`src/regex_config.svh`:
```
// regex coprocessor configuration
// widths, ring size and channel depth shared by every block
`ifndef REGEX_CONFIG_SVH
`define REGEX_CONFIG_SVH

// program counter, also the instruction word address
`define REGEX_PC_WIDTH 8
// one character of the input string
`define REGEX_CHAR_WIDTH 8
// shared memory word, two characters per word
`define REGEX_MEM_WIDTH 16
`define REGEX_MEM_ADDR_WIDTH 11
// character pointer, word address plus byte select
`define REGEX_PTR_WIDTH 12

// basic blocks in the ring
`define REGEX_BB_N 4
// thread entries per channel, a power of two
`define REGEX_CHANNEL_DEPTH 8
// end of string
`define REGEX_TERMINATOR 8'h00

`endif

```
`src/regex_pkg.sv`:
```
// regex coprocessor types
// FSM states, opcodes, instruction word and thread layout
`include "regex_config.svh"

package regex_pkg;

    // coprocessor control FSM
    typedef enum logic [2:0] {
        IDLE,
        FETCH_1ST_CC,
        FETCH_NEXT_CC,
        NO_FETCH_NEXT_CC,
        EXEC,
        COMPLETE_ACCEPTING,
        COMPLETE_REJECTING,
        ERROR
    } copro_state_e;

    // instruction set
    typedef enum logic [1:0] {
        MATCH  = 2'd0,
        SPLIT  = 2'd1,
        JMP    = 2'd2,
        ACCEPT = 2'd3
    } opcode_e;

    // one memory word of the program
    typedef struct packed {
        opcode_e                       opcode;
        logic [5:0]                    unused;
        // character for MATCH, target pc for SPLIT and JMP
        logic [`REGEX_CHAR_WIDTH-1:0]  operand;
    } instr_t;

    // a thread is current when parity equals even_char
    typedef struct packed {
        logic [`REGEX_PC_WIDTH-1:0] pc;
        logic                       parity;
    } thread_t;

endpackage

```
`src/regex_mem_arbiter.sv`:
```
// round-robin arbiter for the single memory port
// grants one requester per cycle, priority rotates past the last grant
`timescale 1ns/1ps
`include "regex_config.svh"

module regex_mem_arbiter #(
    parameter int N = `REGEX_BB_N + 1
) (
    input  logic                             clk,
    input  logic                             rst,
    input  logic [N-1:0]                     req_valid,
    input  logic [`REGEX_MEM_ADDR_WIDTH-1:0] req_addr [N],
    output logic [N-1:0]                     req_ready,
    input  logic                             mem_ready,
    output logic                             mem_valid,
    output logic [`REGEX_MEM_ADDR_WIDTH-1:0] mem_addr
);
    localparam int IW = $clog2(N);

    logic [IW-1:0] last;
    logic [IW-1:0] sel;

    // scan from the requester after the last winner
    always_comb
    begin
        int idx;
        sel = last;
        for (int k = N; k >= 1; k--)
        begin
            idx = (int'(last) + k) % N;
            if (req_valid[idx])
            begin
                sel = IW'(idx);
            end
        end
    end

    // address path is purely combinational
    assign mem_valid = |req_valid;
    assign mem_addr  = req_addr[sel];

    always_comb
    begin
        req_ready = '0;
        req_ready[sel] = mem_valid && mem_ready;
    end

    always_ff @(posedge clk)
    begin
        if (rst)
        begin
            last <= IW'(N - 1);
        end
        else if (mem_valid && mem_ready)
        begin
            last <= sel;
        end
    end

endmodule

```
`src/regex_channel.sv`:
```
// thread channel between two ring stops
// circular FIFO that also tracks how many entries belong to the current character
`timescale 1ns/1ps
`include "regex_config.svh"

module regex_channel #(
    parameter int DEPTH = `REGEX_CHANNEL_DEPTH
) (
    input  logic                clk,
    input  logic                rst,
    input  logic                flush,
    input  logic                flip,
    input  logic                push_valid,
    input  regex_pkg::thread_t  push_thread,
    output logic                push_ready,
    input  logic                pop_ready,
    output logic                pop_valid,
    output regex_pkg::thread_t  pop_thread,
    input  logic                even_char,
    input  logic                upstream_waiting,
    output logic                has_current,
    output logic                stuck
);
    localparam int PW = $clog2(DEPTH);
    localparam int CW = $clog2(DEPTH + 1);

    regex_pkg::thread_t mem [DEPTH];
    logic [PW-1:0] wr_ptr;
    logic [PW-1:0] rd_ptr;
    logic [CW-1:0] count;
    logic [CW-1:0] cur_count;
    logic [CW-1:0] count_next;
    logic [CW-1:0] cur_next;
    logic          push;
    logic          pop;

    assign push_ready = (count != CW'(DEPTH));
    assign pop_valid  = (count != '0);
    assign pop_thread = mem[rd_ptr];
    assign push       = push_valid && push_ready;
    assign pop        = pop_valid && pop_ready;

    // occupancy and current-parity count after this cycle's push and pop
    assign count_next = count + CW'(push) - CW'(pop);
    assign cur_next   = cur_count + CW'(push && (push_thread.parity == even_char))
                        - CW'(pop && (pop_thread.parity == even_char));

    assign has_current = (cur_count != '0);
    // upstream block holds a thread it cannot hand over
    assign stuck       = !push_ready && upstream_waiting;

    always_ff @(posedge clk)
    begin
        if (push)
        begin
            mem[wr_ptr] <= push_thread;
        end
    end

    always_ff @(posedge clk)
    begin
        if (rst || flush)
        begin
            wr_ptr    <= '0;
            rd_ptr    <= '0;
            count     <= '0;
            cur_count <= '0;
        end
        else
        begin
            if (push)
            begin
                wr_ptr <= wr_ptr + 1'b1;
            end
            if (pop)
            begin
                rd_ptr <= rd_ptr + 1'b1;
            end
            count <= count_next;
            // on a parity flip the next-character entries become the current ones
            cur_count <= flip ? (count_next - cur_next) : cur_next;
        end
    end

endmodule

```
`src/regex_basic_block.sv`:
```
// regex basic block, one stop of the thread ring
// forwards next-character threads, fetches and executes current ones
// and emits the successor threads downstream
`timescale 1ns/1ps
`include "regex_config.svh"

module regex_basic_block (
    input  logic                             clk,
    input  logic                             rst,
    input  logic                             flush,
    input  logic                             go,
    input  logic [`REGEX_CHAR_WIDTH-1:0]     cur_char,
    input  logic                             even_char,
    input  logic                             in_valid,
    input  regex_pkg::thread_t               in_thread,
    output logic                             in_ready,
    output logic                             out_valid,
    output regex_pkg::thread_t               out_thread,
    input  logic                             out_ready,
    output logic                             mem_req_valid,
    output logic [`REGEX_MEM_ADDR_WIDTH-1:0] mem_req_addr,
    input  logic                             mem_req_ready,
    input  logic [`REGEX_MEM_WIDTH-1:0]      mem_data,
    output logic                             busy,
    output logic                             accepts
);
    typedef enum logic [2:0] {
        BB_IDLE,
        BB_FORWARD,
        BB_FETCH,
        BB_WAIT,
        BB_EXEC,
        BB_PUSH2
    } bb_state_e;

    bb_state_e          state;
    regex_pkg::thread_t thr;
    regex_pkg::instr_t  instr;

    assign in_ready = go && (state == BB_IDLE);
    assign busy     = (state != BB_IDLE);
    // pc is the word address of the instruction
    assign mem_req_addr = {{(`REGEX_MEM_ADDR_WIDTH - `REGEX_PC_WIDTH){1'b0}}, thr.pc};
    assign mem_req_valid = (state == BB_FETCH);

    always_comb
    begin
        out_valid  = 1'b0;
        out_thread = thr;
        accepts    = 1'b0;
        case (state)
            BB_FORWARD: out_valid = 1'b1;
            BB_EXEC:
            begin
                case (instr.opcode)
                    regex_pkg::MATCH:
                    begin
                        // hit moves the thread on to the next character
                        out_valid         = (cur_char == instr.operand);
                        out_thread.pc     = thr.pc + 1'b1;
                        out_thread.parity = ~even_char;
                    end
                    regex_pkg::SPLIT:
                    begin
                        // fall-through branch first, target in BB_PUSH2
                        out_valid     = 1'b1;
                        out_thread.pc = thr.pc + 1'b1;
                    end
                    regex_pkg::JMP:
                    begin
                        out_valid     = 1'b1;
                        out_thread.pc = instr.operand;
                    end
                    default: accepts = 1'b1;
                endcase
            end
            BB_PUSH2:
            begin
                out_valid     = 1'b1;
                out_thread.pc = instr.operand;
            end
            default: ;
        endcase
    end

    always_ff @(posedge clk)
    begin
        if (rst || flush)
        begin
            state <= BB_IDLE;
        end
        else
        begin
            case (state)
                BB_IDLE:
                begin
                    if (in_valid && in_ready)
                    begin
                        state <= (in_thread.parity == even_char) ? BB_FETCH : BB_FORWARD;
                    end
                end
                BB_FORWARD: if (out_ready) state <= BB_IDLE;
                BB_FETCH:   if (mem_req_ready) state <= BB_WAIT;
                // granted last cycle so mem_data is ours now
                BB_WAIT:    state <= BB_EXEC;
                BB_EXEC:
                begin
                    if (instr.opcode == regex_pkg::SPLIT)
                    begin
                        if (out_ready) state <= BB_PUSH2;
                    end
                    else if (!out_valid || out_ready)
                    begin
                        state <= BB_IDLE;
                    end
                end
                BB_PUSH2:   if (out_ready) state <= BB_IDLE;
                default:    state <= BB_IDLE;
            endcase
        end
    end

    // thread and instruction payload
    always_ff @(posedge clk)
    begin
        if (in_valid && in_ready)
        begin
            thr <= in_thread;
        end
        if (state == BB_WAIT)
        begin
            instr <= regex_pkg::instr_t'(mem_data);
        end
    end

endmodule

```
`src/regex_control_fsm.sv`:
```
// regex coprocessor control FSM
// fetches characters, injects the start thread, flips parity between
// characters and reports accept, reject or error
`timescale 1ns/1ps
`include "regex_config.svh"

module regex_control_fsm (
    input  logic                             clk,
    input  logic                             rst,
    input  logic                             start_ready,
    input  logic [`REGEX_PTR_WIDTH-1:0]      start_ptr,
    output logic                             start_valid,
    output logic                             finish,
    output logic                             accept,
    output logic                             error,
    output logic                             req_valid,
    output logic [`REGEX_MEM_ADDR_WIDTH-1:0] req_addr,
    input  logic                             req_ready,
    input  logic [`REGEX_MEM_WIDTH-1:0]      mem_data,
    input  logic                             running,
    input  logic                             any_accepts,
    input  logic                             all_stuck,
    output logic                             inject_valid,
    output regex_pkg::thread_t               inject_thread,
    input  logic                             inject_ready,
    output logic [`REGEX_CHAR_WIDTH-1:0]     cur_char,
    output logic                             even_char,
    output logic                             go,
    output logic                             flip,
    output logic                             flush
);
    regex_pkg::copro_state_e        state;
    regex_pkg::copro_state_e        state_next;
    logic [`REGEX_PTR_WIDTH-1:0]    ptr;
    logic [`REGEX_PTR_WIDTH-1:0]    ptr_inc;
    logic [`REGEX_MEM_WIDTH-1:0]    word;

    assign ptr_inc  = ptr + 1'b1;
    // low byte holds the even character of a word
    assign cur_char = word[ptr[0]*`REGEX_CHAR_WIDTH +: `REGEX_CHAR_WIDTH];
    assign inject_thread.pc     = '0;
    assign inject_thread.parity = even_char;

    always_comb
    begin
        state_next   = state;
        start_valid  = 1'b0;
        finish       = 1'b0;
        accept       = 1'b0;
        error        = 1'b0;
        req_valid    = 1'b0;
        req_addr     = ptr_inc[`REGEX_PTR_WIDTH-1:1];
        inject_valid = 1'b0;
        go           = 1'b0;
        flip         = 1'b0;
        flush        = 1'b0;
        case (state)
            regex_pkg::IDLE:
            begin
                // no memory traffic until a string is offered
                req_valid = start_ready;
                req_addr  = start_ptr[`REGEX_PTR_WIDTH-1:1];
                if (start_ready && req_ready)
                begin
                    start_valid = 1'b1;
                    state_next  = regex_pkg::FETCH_1ST_CC;
                end
            end
            regex_pkg::FETCH_1ST_CC:
            begin
                inject_valid = 1'b1;
                if (inject_ready) state_next = regex_pkg::EXEC;
            end
            regex_pkg::FETCH_NEXT_CC:
            begin
                state_next = running ? regex_pkg::EXEC : regex_pkg::COMPLETE_REJECTING;
            end
            regex_pkg::NO_FETCH_NEXT_CC:
            begin
                // character already in the latched word
                go         = 1'b1;
                state_next = running ? regex_pkg::EXEC : regex_pkg::COMPLETE_REJECTING;
            end
            regex_pkg::EXEC:
            begin
                go = 1'b1;
                if (any_accepts)
                begin
                    state_next = regex_pkg::COMPLETE_ACCEPTING;
                end
                else if (all_stuck)
                begin
                    // ring jammed, nobody can move a thread
                    state_next = regex_pkg::ERROR;
                end
                else if (!running && cur_char == `REGEX_TERMINATOR)
                begin
                    state_next = regex_pkg::COMPLETE_REJECTING;
                end
                else if (!running && ptr[0])
                begin
                    // next character sits in the following word
                    req_valid = 1'b1;
                    if (req_ready)
                    begin
                        flip       = 1'b1;
                        state_next = regex_pkg::FETCH_NEXT_CC;
                    end
                end
                else if (!running)
                begin
                    flip       = 1'b1;
                    state_next = regex_pkg::NO_FETCH_NEXT_CC;
                end
            end
            regex_pkg::COMPLETE_ACCEPTING:
            begin
                finish     = 1'b1;
                accept     = 1'b1;
                flush      = 1'b1;
                state_next = regex_pkg::IDLE;
            end
            regex_pkg::COMPLETE_REJECTING:
            begin
                finish     = 1'b1;
                flush      = 1'b1;
                state_next = regex_pkg::IDLE;
            end
            default: error = 1'b1;
        endcase
    end

    always_ff @(posedge clk)
    begin
        if (rst)
        begin
            state     <= regex_pkg::IDLE;
            ptr       <= '0;
            even_char <= 1'b1;
        end
        else
        begin
            state <= state_next;
            if (start_valid)
            begin
                ptr <= start_ptr;
            end
            else if (flip)
            begin
                ptr       <= ptr_inc;
                even_char <= ~even_char;
            end
        end
    end

    // word granted in the previous cycle arrives now
    always_ff @(posedge clk)
    begin
        if (state == regex_pkg::FETCH_1ST_CC || state == regex_pkg::FETCH_NEXT_CC)
        begin
            word <= mem_data;
        end
    end

endmodule

```
`src/regex_coprocessor.sv`:
```
// regex coprocessor top level
// ring of channels and basic blocks, memory arbiter and control FSM
`timescale 1ns/1ps
`include "regex_config.svh"

module regex_coprocessor (
    input  logic                             clk,
    input  logic                             rst,
    input  logic                             start_ready,
    input  logic [`REGEX_PTR_WIDTH-1:0]      start_ptr,
    output logic                             start_valid,
    output logic                             finish,
    output logic                             accept,
    output logic                             error,
    input  logic                             mem_ready,
    output logic [`REGEX_MEM_ADDR_WIDTH-1:0] mem_addr,
    input  logic [`REGEX_MEM_WIDTH-1:0]      mem_data,
    output logic                             mem_valid
);
    localparam int N = `REGEX_BB_N;

    // requesters 0..N-1 are blocks, N is the FSM
    logic [N:0]                      req_valid;
    logic [N:0]                      req_ready;
    logic [`REGEX_MEM_ADDR_WIDTH-1:0] req_addr [N+1];

    logic [N-1:0] push_valid, push_ready, pop_valid, pop_ready;
    logic [N-1:0] out_valid, out_ready;
    logic [N-1:0] bb_busy, bb_accepts, ch_has_current, ch_stuck;
    regex_pkg::thread_t push_thread [N];
    regex_pkg::thread_t pop_thread [N];
    regex_pkg::thread_t out_thread [N];

    logic                            inject_valid;
    logic                            inject_ready;
    regex_pkg::thread_t              inject_thread;
    logic [`REGEX_CHAR_WIDTH-1:0]    cur_char;
    logic                            even_char, go, flip, flush;
    logic                            running, any_accepts, all_stuck;

    assign running     = (|bb_busy) || (|ch_has_current);
    assign any_accepts = |bb_accepts;
    assign all_stuck   = &ch_stuck;

    // channel 0 takes the start thread ahead of the last block
    assign push_valid[0]    = inject_valid ? 1'b1 : out_valid[N-1];
    assign push_thread[0]   = inject_valid ? inject_thread : out_thread[N-1];
    assign out_ready[N-1]   = !inject_valid && push_ready[0];
    assign inject_ready     = push_ready[0];

    for (genvar i = 0; i < N; i++)
    begin : g_ring
        if (i > 0)
        begin : g_link
            assign push_valid[i]  = out_valid[i-1];
            assign push_thread[i] = out_thread[i-1];
            assign out_ready[i-1] = push_ready[i];
        end

        regex_channel u_channel (
            .clk(clk), .rst(rst), .flush(flush), .flip(flip),
            .push_valid(push_valid[i]), .push_thread(push_thread[i]),
            .push_ready(push_ready[i]), .pop_ready(pop_ready[i]),
            .pop_valid(pop_valid[i]), .pop_thread(pop_thread[i]),
            .even_char(even_char), .upstream_waiting(out_valid[(i+N-1)%N]),
            .has_current(ch_has_current[i]), .stuck(ch_stuck[i])
        );

        regex_basic_block u_bb (
            .clk(clk), .rst(rst), .flush(flush), .go(go),
            .cur_char(cur_char), .even_char(even_char),
            .in_valid(pop_valid[i]), .in_thread(pop_thread[i]), .in_ready(pop_ready[i]),
            .out_valid(out_valid[i]), .out_thread(out_thread[i]), .out_ready(out_ready[i]),
            .mem_req_valid(req_valid[i]), .mem_req_addr(req_addr[i]),
            .mem_req_ready(req_ready[i]), .mem_data(mem_data),
            .busy(bb_busy[i]), .accepts(bb_accepts[i])
        );
    end

    regex_control_fsm u_fsm (
        .clk(clk), .rst(rst),
        .start_ready(start_ready), .start_ptr(start_ptr), .start_valid(start_valid),
        .finish(finish), .accept(accept), .error(error),
        .req_valid(req_valid[N]), .req_addr(req_addr[N]), .req_ready(req_ready[N]),
        .mem_data(mem_data),
        .running(running), .any_accepts(any_accepts), .all_stuck(all_stuck),
        .inject_valid(inject_valid), .inject_thread(inject_thread),
        .inject_ready(inject_ready),
        .cur_char(cur_char), .even_char(even_char), .go(go), .flip(flip), .flush(flush)
    );

    regex_mem_arbiter #(.N(N + 1)) u_arbiter (
        .clk(clk), .rst(rst),
        .req_valid(req_valid), .req_addr(req_addr), .req_ready(req_ready),
        .mem_ready(mem_ready), .mem_valid(mem_valid), .mem_addr(mem_addr)
    );

endmodule

```
`config.mk`:
```
export PLATFORM = sky130hd
export DESIGN_NAME = regex_coprocessor
export DESIGN_NICKNAME = d
export VERILOG_FILES = /design/src/regex_pkg.sv /design/src/regex_mem_arbiter.sv /design/src/regex_channel.sv /design/src/regex_basic_block.sv /design/src/regex_control_fsm.sv /design/src/regex_coprocessor.sv
export VERILOG_INCLUDE_DIRS = /design/src
export SDC_FILE = /design/constraint.sdc
export NUM_CORES = 1
export LEC_CHECK = 0
export ABC_CLOCK_PERIOD_IN_PS = 6700
export CAP_MARGIN = 0
export CORE_ASPECT_RATIO = 2
export CORE_MARGIN = 5
export CORE_UTILIZATION = 49
export DETAILED_ROUTE_END_ITERATION = 6
export DONT_BUFFER_PORTS = 1
export PLACE_DENSITY = 0.7
export REMOVE_ABC_BUFFERS = 1
export SYNTH_ARGS = -nofsm -noshare
export SYNTH_HDL_FRONTEND = slang
export SYNTH_SLANG_ARGS = --single-unit
```
`constraint.sdc`:
```
create_clock -name clk -period 6.7 [get_ports clk]
set_input_delay 1.34 -clock clk [delete_from_list [all_inputs] [get_ports clk]]
set_output_delay 1.34 -clock clk [all_outputs]
set_load 0.1 [all_outputs]
```
Word level (Yosys, flattened, before mapping)
Memories as Yosys holds them, arrays and structs flattened. A register that Yosys moved wholly into a read port is not among the register bits.
Cells that the tools add are included.
- bitwise logic cells: 4
- eq/ne operators: 74
- shift operators: 1
- divide/modulo/power cells: 5
- add/sub/neg operators: 38
- reductions and logical operators: 102
- mux-type cells: 143
- $lt $le $gt $ge: 8
- operators by type and width (cell ; count):
    32-bit by 5-bit < comparator with 1-bit output, second input constant ; 5
    32-bit by 4-bit modulo with 32-bit output, second input constant ; 5
    3-bit 2-to-1 mux ; 45
    8-bit one-hot mux with 2 select lines ; 8
    3-bit one-hot mux with 5 select lines ; 5
    1-bit 2-to-1 mux ; 54
    11-bit binary-select mux with 3-bit select ; 1
    3-bit == test, second input constant ; 11
    11-bit 2-to-1 mux ; 3
    4-bit by 1-bit adder with 4-bit output ; 8
    8-bit by 1-bit adder with 8-bit output, second input constant ; 4
    8-bit == test ; 4
    4-bit nonzero test ; 8
    4-bit by 1-bit subtractor with 4-bit output ; 8
    3-bit by 2-bit == test with 1-bit output, second input constant ; 10
    1-bit logical AND ; 30
    2-bit OR reduction ; 15
    5-bit AND reduction ; 5
    3-bit by 1-bit adder with 3-bit output, second input constant ; 8
    12-bit 2-to-1 mux ; 2
    2-bit inequality test, second input constant ; 9
    1-bit one-hot mux with 2 select lines ; 9
    4-bit 2-to-1 mux ; 4
    4-bit inequality test, second input constant ; 4
    other kinds (39) ; 110
- memories kept: 4
- logic and storage cells: 420
- output and inout port bits: 16
- memory bits (writable): 288
- register bits: 179
- input bits: 32
- memories (name ; depth ; bits a word ; read ports ; clocked after memory_dff ; wr ports ; RTL line ; text):
    g_ring[0].u_channel.mem ; 8 ; 9 ; 1 ; 1 ; 1 ; regex_channel.sv:27 ; regex_pkg::thread_t mem [DEPTH];
    g_ring[1].u_channel.mem ; 8 ; 9 ; 1 ; 1 ; 1 ; regex_channel.sv:27 ;
    g_ring[2].u_channel.mem ; 8 ; 9 ; 1 ; 1 ; 1 ; regex_channel.sv:27 ;
    g_ring[3].u_channel.mem ; 8 ; 9 ; 1 ; 1 ; 1 ; regex_channel.sv:27 ;

Depth between registers and ports, before layout
- depth after elaboration: 31
- mapped depth: 25
- depth with buffers taken out: 20

Hierarchy
A second synthesis with hierarchy kept.
- cells, all modules: 2115
- area, all modules: 25788.5 µm²
- by module, submodules not included (module ; cells each ; instances ; seq. area each (µm²) ; area an instance (µm²)):
    regex_channel ; 228 ; 4 ; 2502.4 ; 3777.4
    regex_basic_block ; 147 ; 4 ; 630.6 ; 1423.9
    regex_mem_arbiter ; 388 ; 1 ; 60.1 ; 2950.3
    regex_control_fsm ; 210 ; 1 ; 800.8 ; 1875.5
    regex_coprocessor ; 17 ; 1 ; 0.0 ; 157.7

Worst setup path before layout
Ideal clock, no wire load.
- path kind: flip-flop to output port
- from: register u_arbiter.last[0]
- to: output mem_addr[2]
- path buffers: 4
- required time: 5360 ps
- stages on the path, launching flop included: 22
- arrival time: 7103 ps
- path slack: -1743 ps
- cells stage by stage: dfxtp_1 -> buf_2 -> inv_1 -> clkbuf_1 -> ha_1 -> ha_1 -> or2_2 -> o211ai_1 -> and2_1 -> ha_1 -> inv_1 -> o221ai_1 -> o21ai_1 -> mux2_2 -> or2_0 -> a311o_1 -> and4_4 -> o31a_4 -> buf_2 -> or3_1 -> clkbuf_1 -> o21ai_0
- longest elaborated chain between the ends: 14
- elaborated cells on any way between the ends: 34
- those cells by class: add/sub: 5; div: 5; mux: 23; bitwise: 1
- RTL lines (item ; RTL line ; text):
    start: declaration ; regex_mem_arbiter.sv:20 ; logic [IW-1:0] last;
    start signal: assignment ; regex_mem_arbiter.sv:52 ; last <= IW'(N - 1);
    start signal: assignment ; regex_mem_arbiter.sv:56 ; last <= sel;
    3-bit by 3-bit adder with 4-bit output ; regex_mem_arbiter.sv:30 ; idx = (int'(last) + k) % N;
    32-bit by 4-bit modulo with 32-bit output ; regex_mem_arbiter.sv:30 ;
    1-bit binary-select mux with 3-bit select ; regex_mem_arbiter.sv:31 ; if (req_valid[idx])
    1-bit 2-to-1 mux (implied by the code) (2 in series) ; regex_mem_arbiter.sv:31 ;
    3-bit 2-to-1 mux (4 in series) ; regex_mem_arbiter.sv:31 ;
    3-bit 2-to-1 mux (*) ; regex_mem_arbiter.sv:31 ;
    3-bit inverter with 4-bit output (implied by the code) (*) ; regex_mem_arbiter.sv:40 ; assign mem_addr = req_addr[sel];
    11-bit binary-select mux with 3-bit select (*) ; regex_mem_arbiter.sv:40 ;
    11-bit 2-to-1 mux (implied by the code) (*) (2 in series) ; regex_mem_arbiter.sv:40 ;
    end: declaration ; regex_coprocessor.sv:16 ; output logic [`REGEX_MEM_ADDR_WIDTH-1:0] mem_addr,
Mark *: on every way between the ends. The rest lies on a longest branch, timed or not. The select of a mux whose other input is x is not followed.

Worst setup path after layout
- from: register u_arbiter.last[0]
- to: output mem_addr[3]
Same word-level chain as after synthesis.

==> impl_results.md <==
- Status: completed
- DR vias/cell: 6.07
- Initial antenna violation count: 3
- Drt wl/cell: 24.0 um
- Port bufs: 0
- Root buf cell: clkbuf_16
- Final Slew Violations: 0
- Starting Density: 0.491
- CTS tree: done
- YS warnings: 0
- Grt total ovfl: 0
- Sw frac: 0.426
- Die X: about 170 um
- Max-Cap Viols: 0
- Combinational Power Share: 0.512
- Startpoint type of the worst setup path: register
- Post-synthesis instance total: approximately 2,100
- Worst-Margin Slew: 1.29 ns
- Die ar.: roughly 56,000 um2
- R2R Path End: u_fsm.ptr[9]
- Total negative slack: 0 ns
- Num rows: 117
- Clk pwr share: 0.200
- CTS sink cnt: 479
- Core area: just over 50,000 um2
- Final hold vios: 0
- Period utilisation layout: 0.979
- Class of the worst hold path: reg -> reg
- Dpl hpwl: about 49,000 um
- Seq/Total Area, Yosys: 0.538
- CP required: 5.36 ns
- Leak: 0.00940 uW
- Worst-Skew Late Latency: 0.57 ns
- Routability Congestion: 1.01
- Min-delay src: u_fsm.ptr[10]
- Final net count: 2,258
- Final WL: around 67,000 um
- WHS Endpoint: u_fsm.ptr[10]
- Detail Route Antenna Nets: 0
- Unrepaired setup endpoints after global routing: true
- Post-CTS Hold Buffers: 0
- Peak fanout along the critical path: 24
- CTS Buf Count: 42
- First-pass GRT wire length: ~100,000 um
- Reg clk slew, reported paths: 0.07 ns
- Reg2Reg Launch Point: u_arbiter.last[0]
- Reg2reg path depth: 23
- Seq pwr share: 0.288
- DRC: 0
- Via count: roughly 17,000
- Fillers: 4,280
- Critical path arrival: 5.22 ns
- Asr flop ratio synth: 0
- Htree depth: 2
- Top FF cell, synth: edfxtp_1
- WS Path Type: reg -> out
- Die height: 329 um
- Sw power: around 5400 uW
- Layout cells sized above 1: 0.171
- Vias in the first global route: 17,100
- Worst VDD drop: 1.61 mV
- Post-synth EDFFs: 380
- Pint: 7210 uW
- Area Overhead vs Synth: 11.8%
- Detailed Routing Iterations Pass 1: 6
- Largest net degree at the start of global routing: 37
- Hold path cells: 2
- Area post-placement: roughly 26,000 um2
- Pwr Density: 452 nW/um2
- Max_slew headroom: 0.128
- Drt first-iter violations: 1,169
- Unique masters post-synth: 90
- Synth Register Bits: between 400 and 500
- Post-synthesis instance area: 24,900 um2
- WHS: 0.478 ns
- CP endpoint kind: primary output
- Fin crit period: 6.56 ns
- Final Cell Area: 27,800 um2
- GRT Total Usage: 0.237
- Average cell area after synthesis: 12.0 um2
- FF-to-FF setup slack: 1.15 ns
- Worst Clk Skew: 0.0247 ns
- Max Buffers Root-to-Sink: 3
- Max Fclk: approximately 150 MHz
- Io pins: between 40 and 50
- Final setup violation count: 0
state kept, by name, indices dropped and copies added, names as in the netlist, named ones only:
signal,flops
u_fsm.ptr,12
g_ring.u_bb.instr,40
u_fsm.state,3
u_arbiter.last,3
g_ring.u_bb.state,12
g_ring.u_channel.wr_ptr,12
g_ring.u_channel.mem,288
u_fsm.word,16
g_ring.u_channel.cur_count,16
g_ring.u_bb.mem_req_addr,32
g_ring.u_channel.count,16
g_ring.u_bb.thr,4
g_ring.u_channel.rd_ptr,12
u_fsm.even_char,1
layout by cell type, fill, tap and decap left out, types with 16 or more instances in the layout:
| cell | instances |
|---|---|
| a21oi_1 | 126 |
| and3_1 | 20 |
| o211ai_1 | 16 |
| dfxtp_1 | 96 |
| mux2i_1 | 34 |
| nand2_1 | 141 |
| a21o_1 | 18 |
| ha_1 | 107 |
| o21ai_0 | 87 |
| mux2_2 | 39 |
| mux4_2 | 77 |
| edfxtp_1 | 380 |
| nor2b_1 | 25 |
| inv_1 | 109 |
| xor2_1 | 38 |
| buf_4 | 58 |
| nand3_1 | 27 |
| nor2_1 | 198 |
| xnor2_1 | 66 |
| nor3_1 | 35 |
| a211oi_1 | 22 |
| clkbuf_16 | 43 |
| nand2b_1 | 21 |
synth_stat cells (7+ instances only):
master	n	share of area
mux2i_1	37	0.015
ha_1	115	0.058
or2_2	8	0.0020
dfxtp_1	99	0.080
a21oi_1	129	0.026
and3_1	21	0.0053
nand3b_1	9	0.0027
xnor2_1	66	0.023
xor2_1	38	0.013
nand2b_1	21	0.0053
nor2_1	203	0.031
nor3b_1	24	0.0072
nand2_1	142	0.021
o211ai_1	16	0.0048
a211oi_1	26	0.0078
nand3_1	27	0.0054
mux4_2	77	0.070
or3_1	7	0.0018
a21o_1	18	0.0054
clkbuf_1	74	0.011
inv_1	111	0.017
fa_1	12	0.0097
and2_1	15	0.0038
o21ai_0	97	0.020
a22oi_1	17	0.0051
nor2b_1	25	0.0063
nor4_1	14	0.0035
a31oi_1	15	0.0038
nor3_1	44	0.0088
o21a_1	10	0.0030
buf_2	16	0.0032
o22ai_1	12	0.0030
mux2_2	39	0.018
edfxtp_1	380	0.46
power by group through the flow:
stage	clock (uW)	combinational (uW)	sequential, uW
detailed placement	0	6060	3680
floorplan	0	3890	3660
global placement	0	5940	3670
global route	2660	6810	3640
CTS	2560	6230	3620
finish	2510	6440	3620
metal layers:
metal,GRT usage,share of wire
met1,0.259,0.35
met2,0.440,0.54
met3,0.0309,0.050
met4,0.125,0.057
met5,0,0
through the flow:
| step | cells | util | worst slack [ns] | total power [uW] |
|---|---|---|---|---|
| floorplan | 1981 | - | -2.33 | 7550 |
| global placement | 2693 | 0.514 | 0.106 | 9610 |
| detailed placement | 2693 | 0.514 | 0.0375 | 9740 |
| CTS | 2774 | 0.544 | 0.00419 | 12400 |
| global route | 2788 | 0.549 | -0.0351 | 13100 |
| finish | 2791 | 0.550 | 0.138 | 12600 |
worst max-delay path by stage:
stage                             end         startpoint  slack (ns)  depth (start not counted)
final                     mem_addr[3]  u_arbiter.last[0]        0.14                         21
after global routing      mem_addr[6]  u_arbiter.last[0]       -0.04                         21
after CTS                 mem_addr[6]  u_arbiter.last[2]       0.004                         20
after detailed placement  mem_addr[7]  u_arbiter.last[0]        0.04                         19
after global placement    mem_addr[7]  u_arbiter.last[0]        0.11                         18
after floorplan           mem_addr[1]  u_arbiter.last[0]       -2.33                         17
cell type report:
class	instances	area [um2]	share of cell area
multi-input combinational	1389	11000	0.396
clock inverter	30	305	0.0110
sequential	479	13400	0.481
tap	654	818	0.0294
inverter	113	428	0.0154
clock buffer	47	1110	0.0399
antenna	5	12.5	0.000450
timing repair buffer	74	733	0.0263
critical path, cell delays in order (launching register included):
cell	delay, ns
dfxtp_4	0.39
inv_1	0.10
ha_4	0.30
buf_12	0.16
clkinvlp_4	0.10
ha_2	0.21
nor3b_1	0.27
a22oi_2	0.13
nand2_2	0.13
ha_4	0.23
nor2b_1	0.15
and3_1	0.17
o211ai_1	0.31
a31oi_1	0.18
buf_4	0.17
nor4b_2	0.35
o31ai_1	0.15
a22oi_2	0.22
buf_6	0.25
nand2_1	0.16
o22ai_2	0.32
buf_12	0.22
logic make-up (layout without fill, tap and decap cells):
logic type,Yosys count,after routing,share of synthesized area
AOI/OAI and AO/OA,418,418,0.108
muxes,153,153,0.102
xor gates and xnor gates,105,105,0.0373
other,0,5,0
DFF,479,479,0.538
adders and majority gates,127,127,0.0675
and+or+nand+nor,586,586,0.113
buffers and inverters,213,264,0.0338
what timing repair did:
action	CTS	global route
buffers inserted	4	12
gates resized for setup	23	37
endpoints found under the setup margin	12	12
pin swaps	6	9
Power figures use the tool's default switching activity.
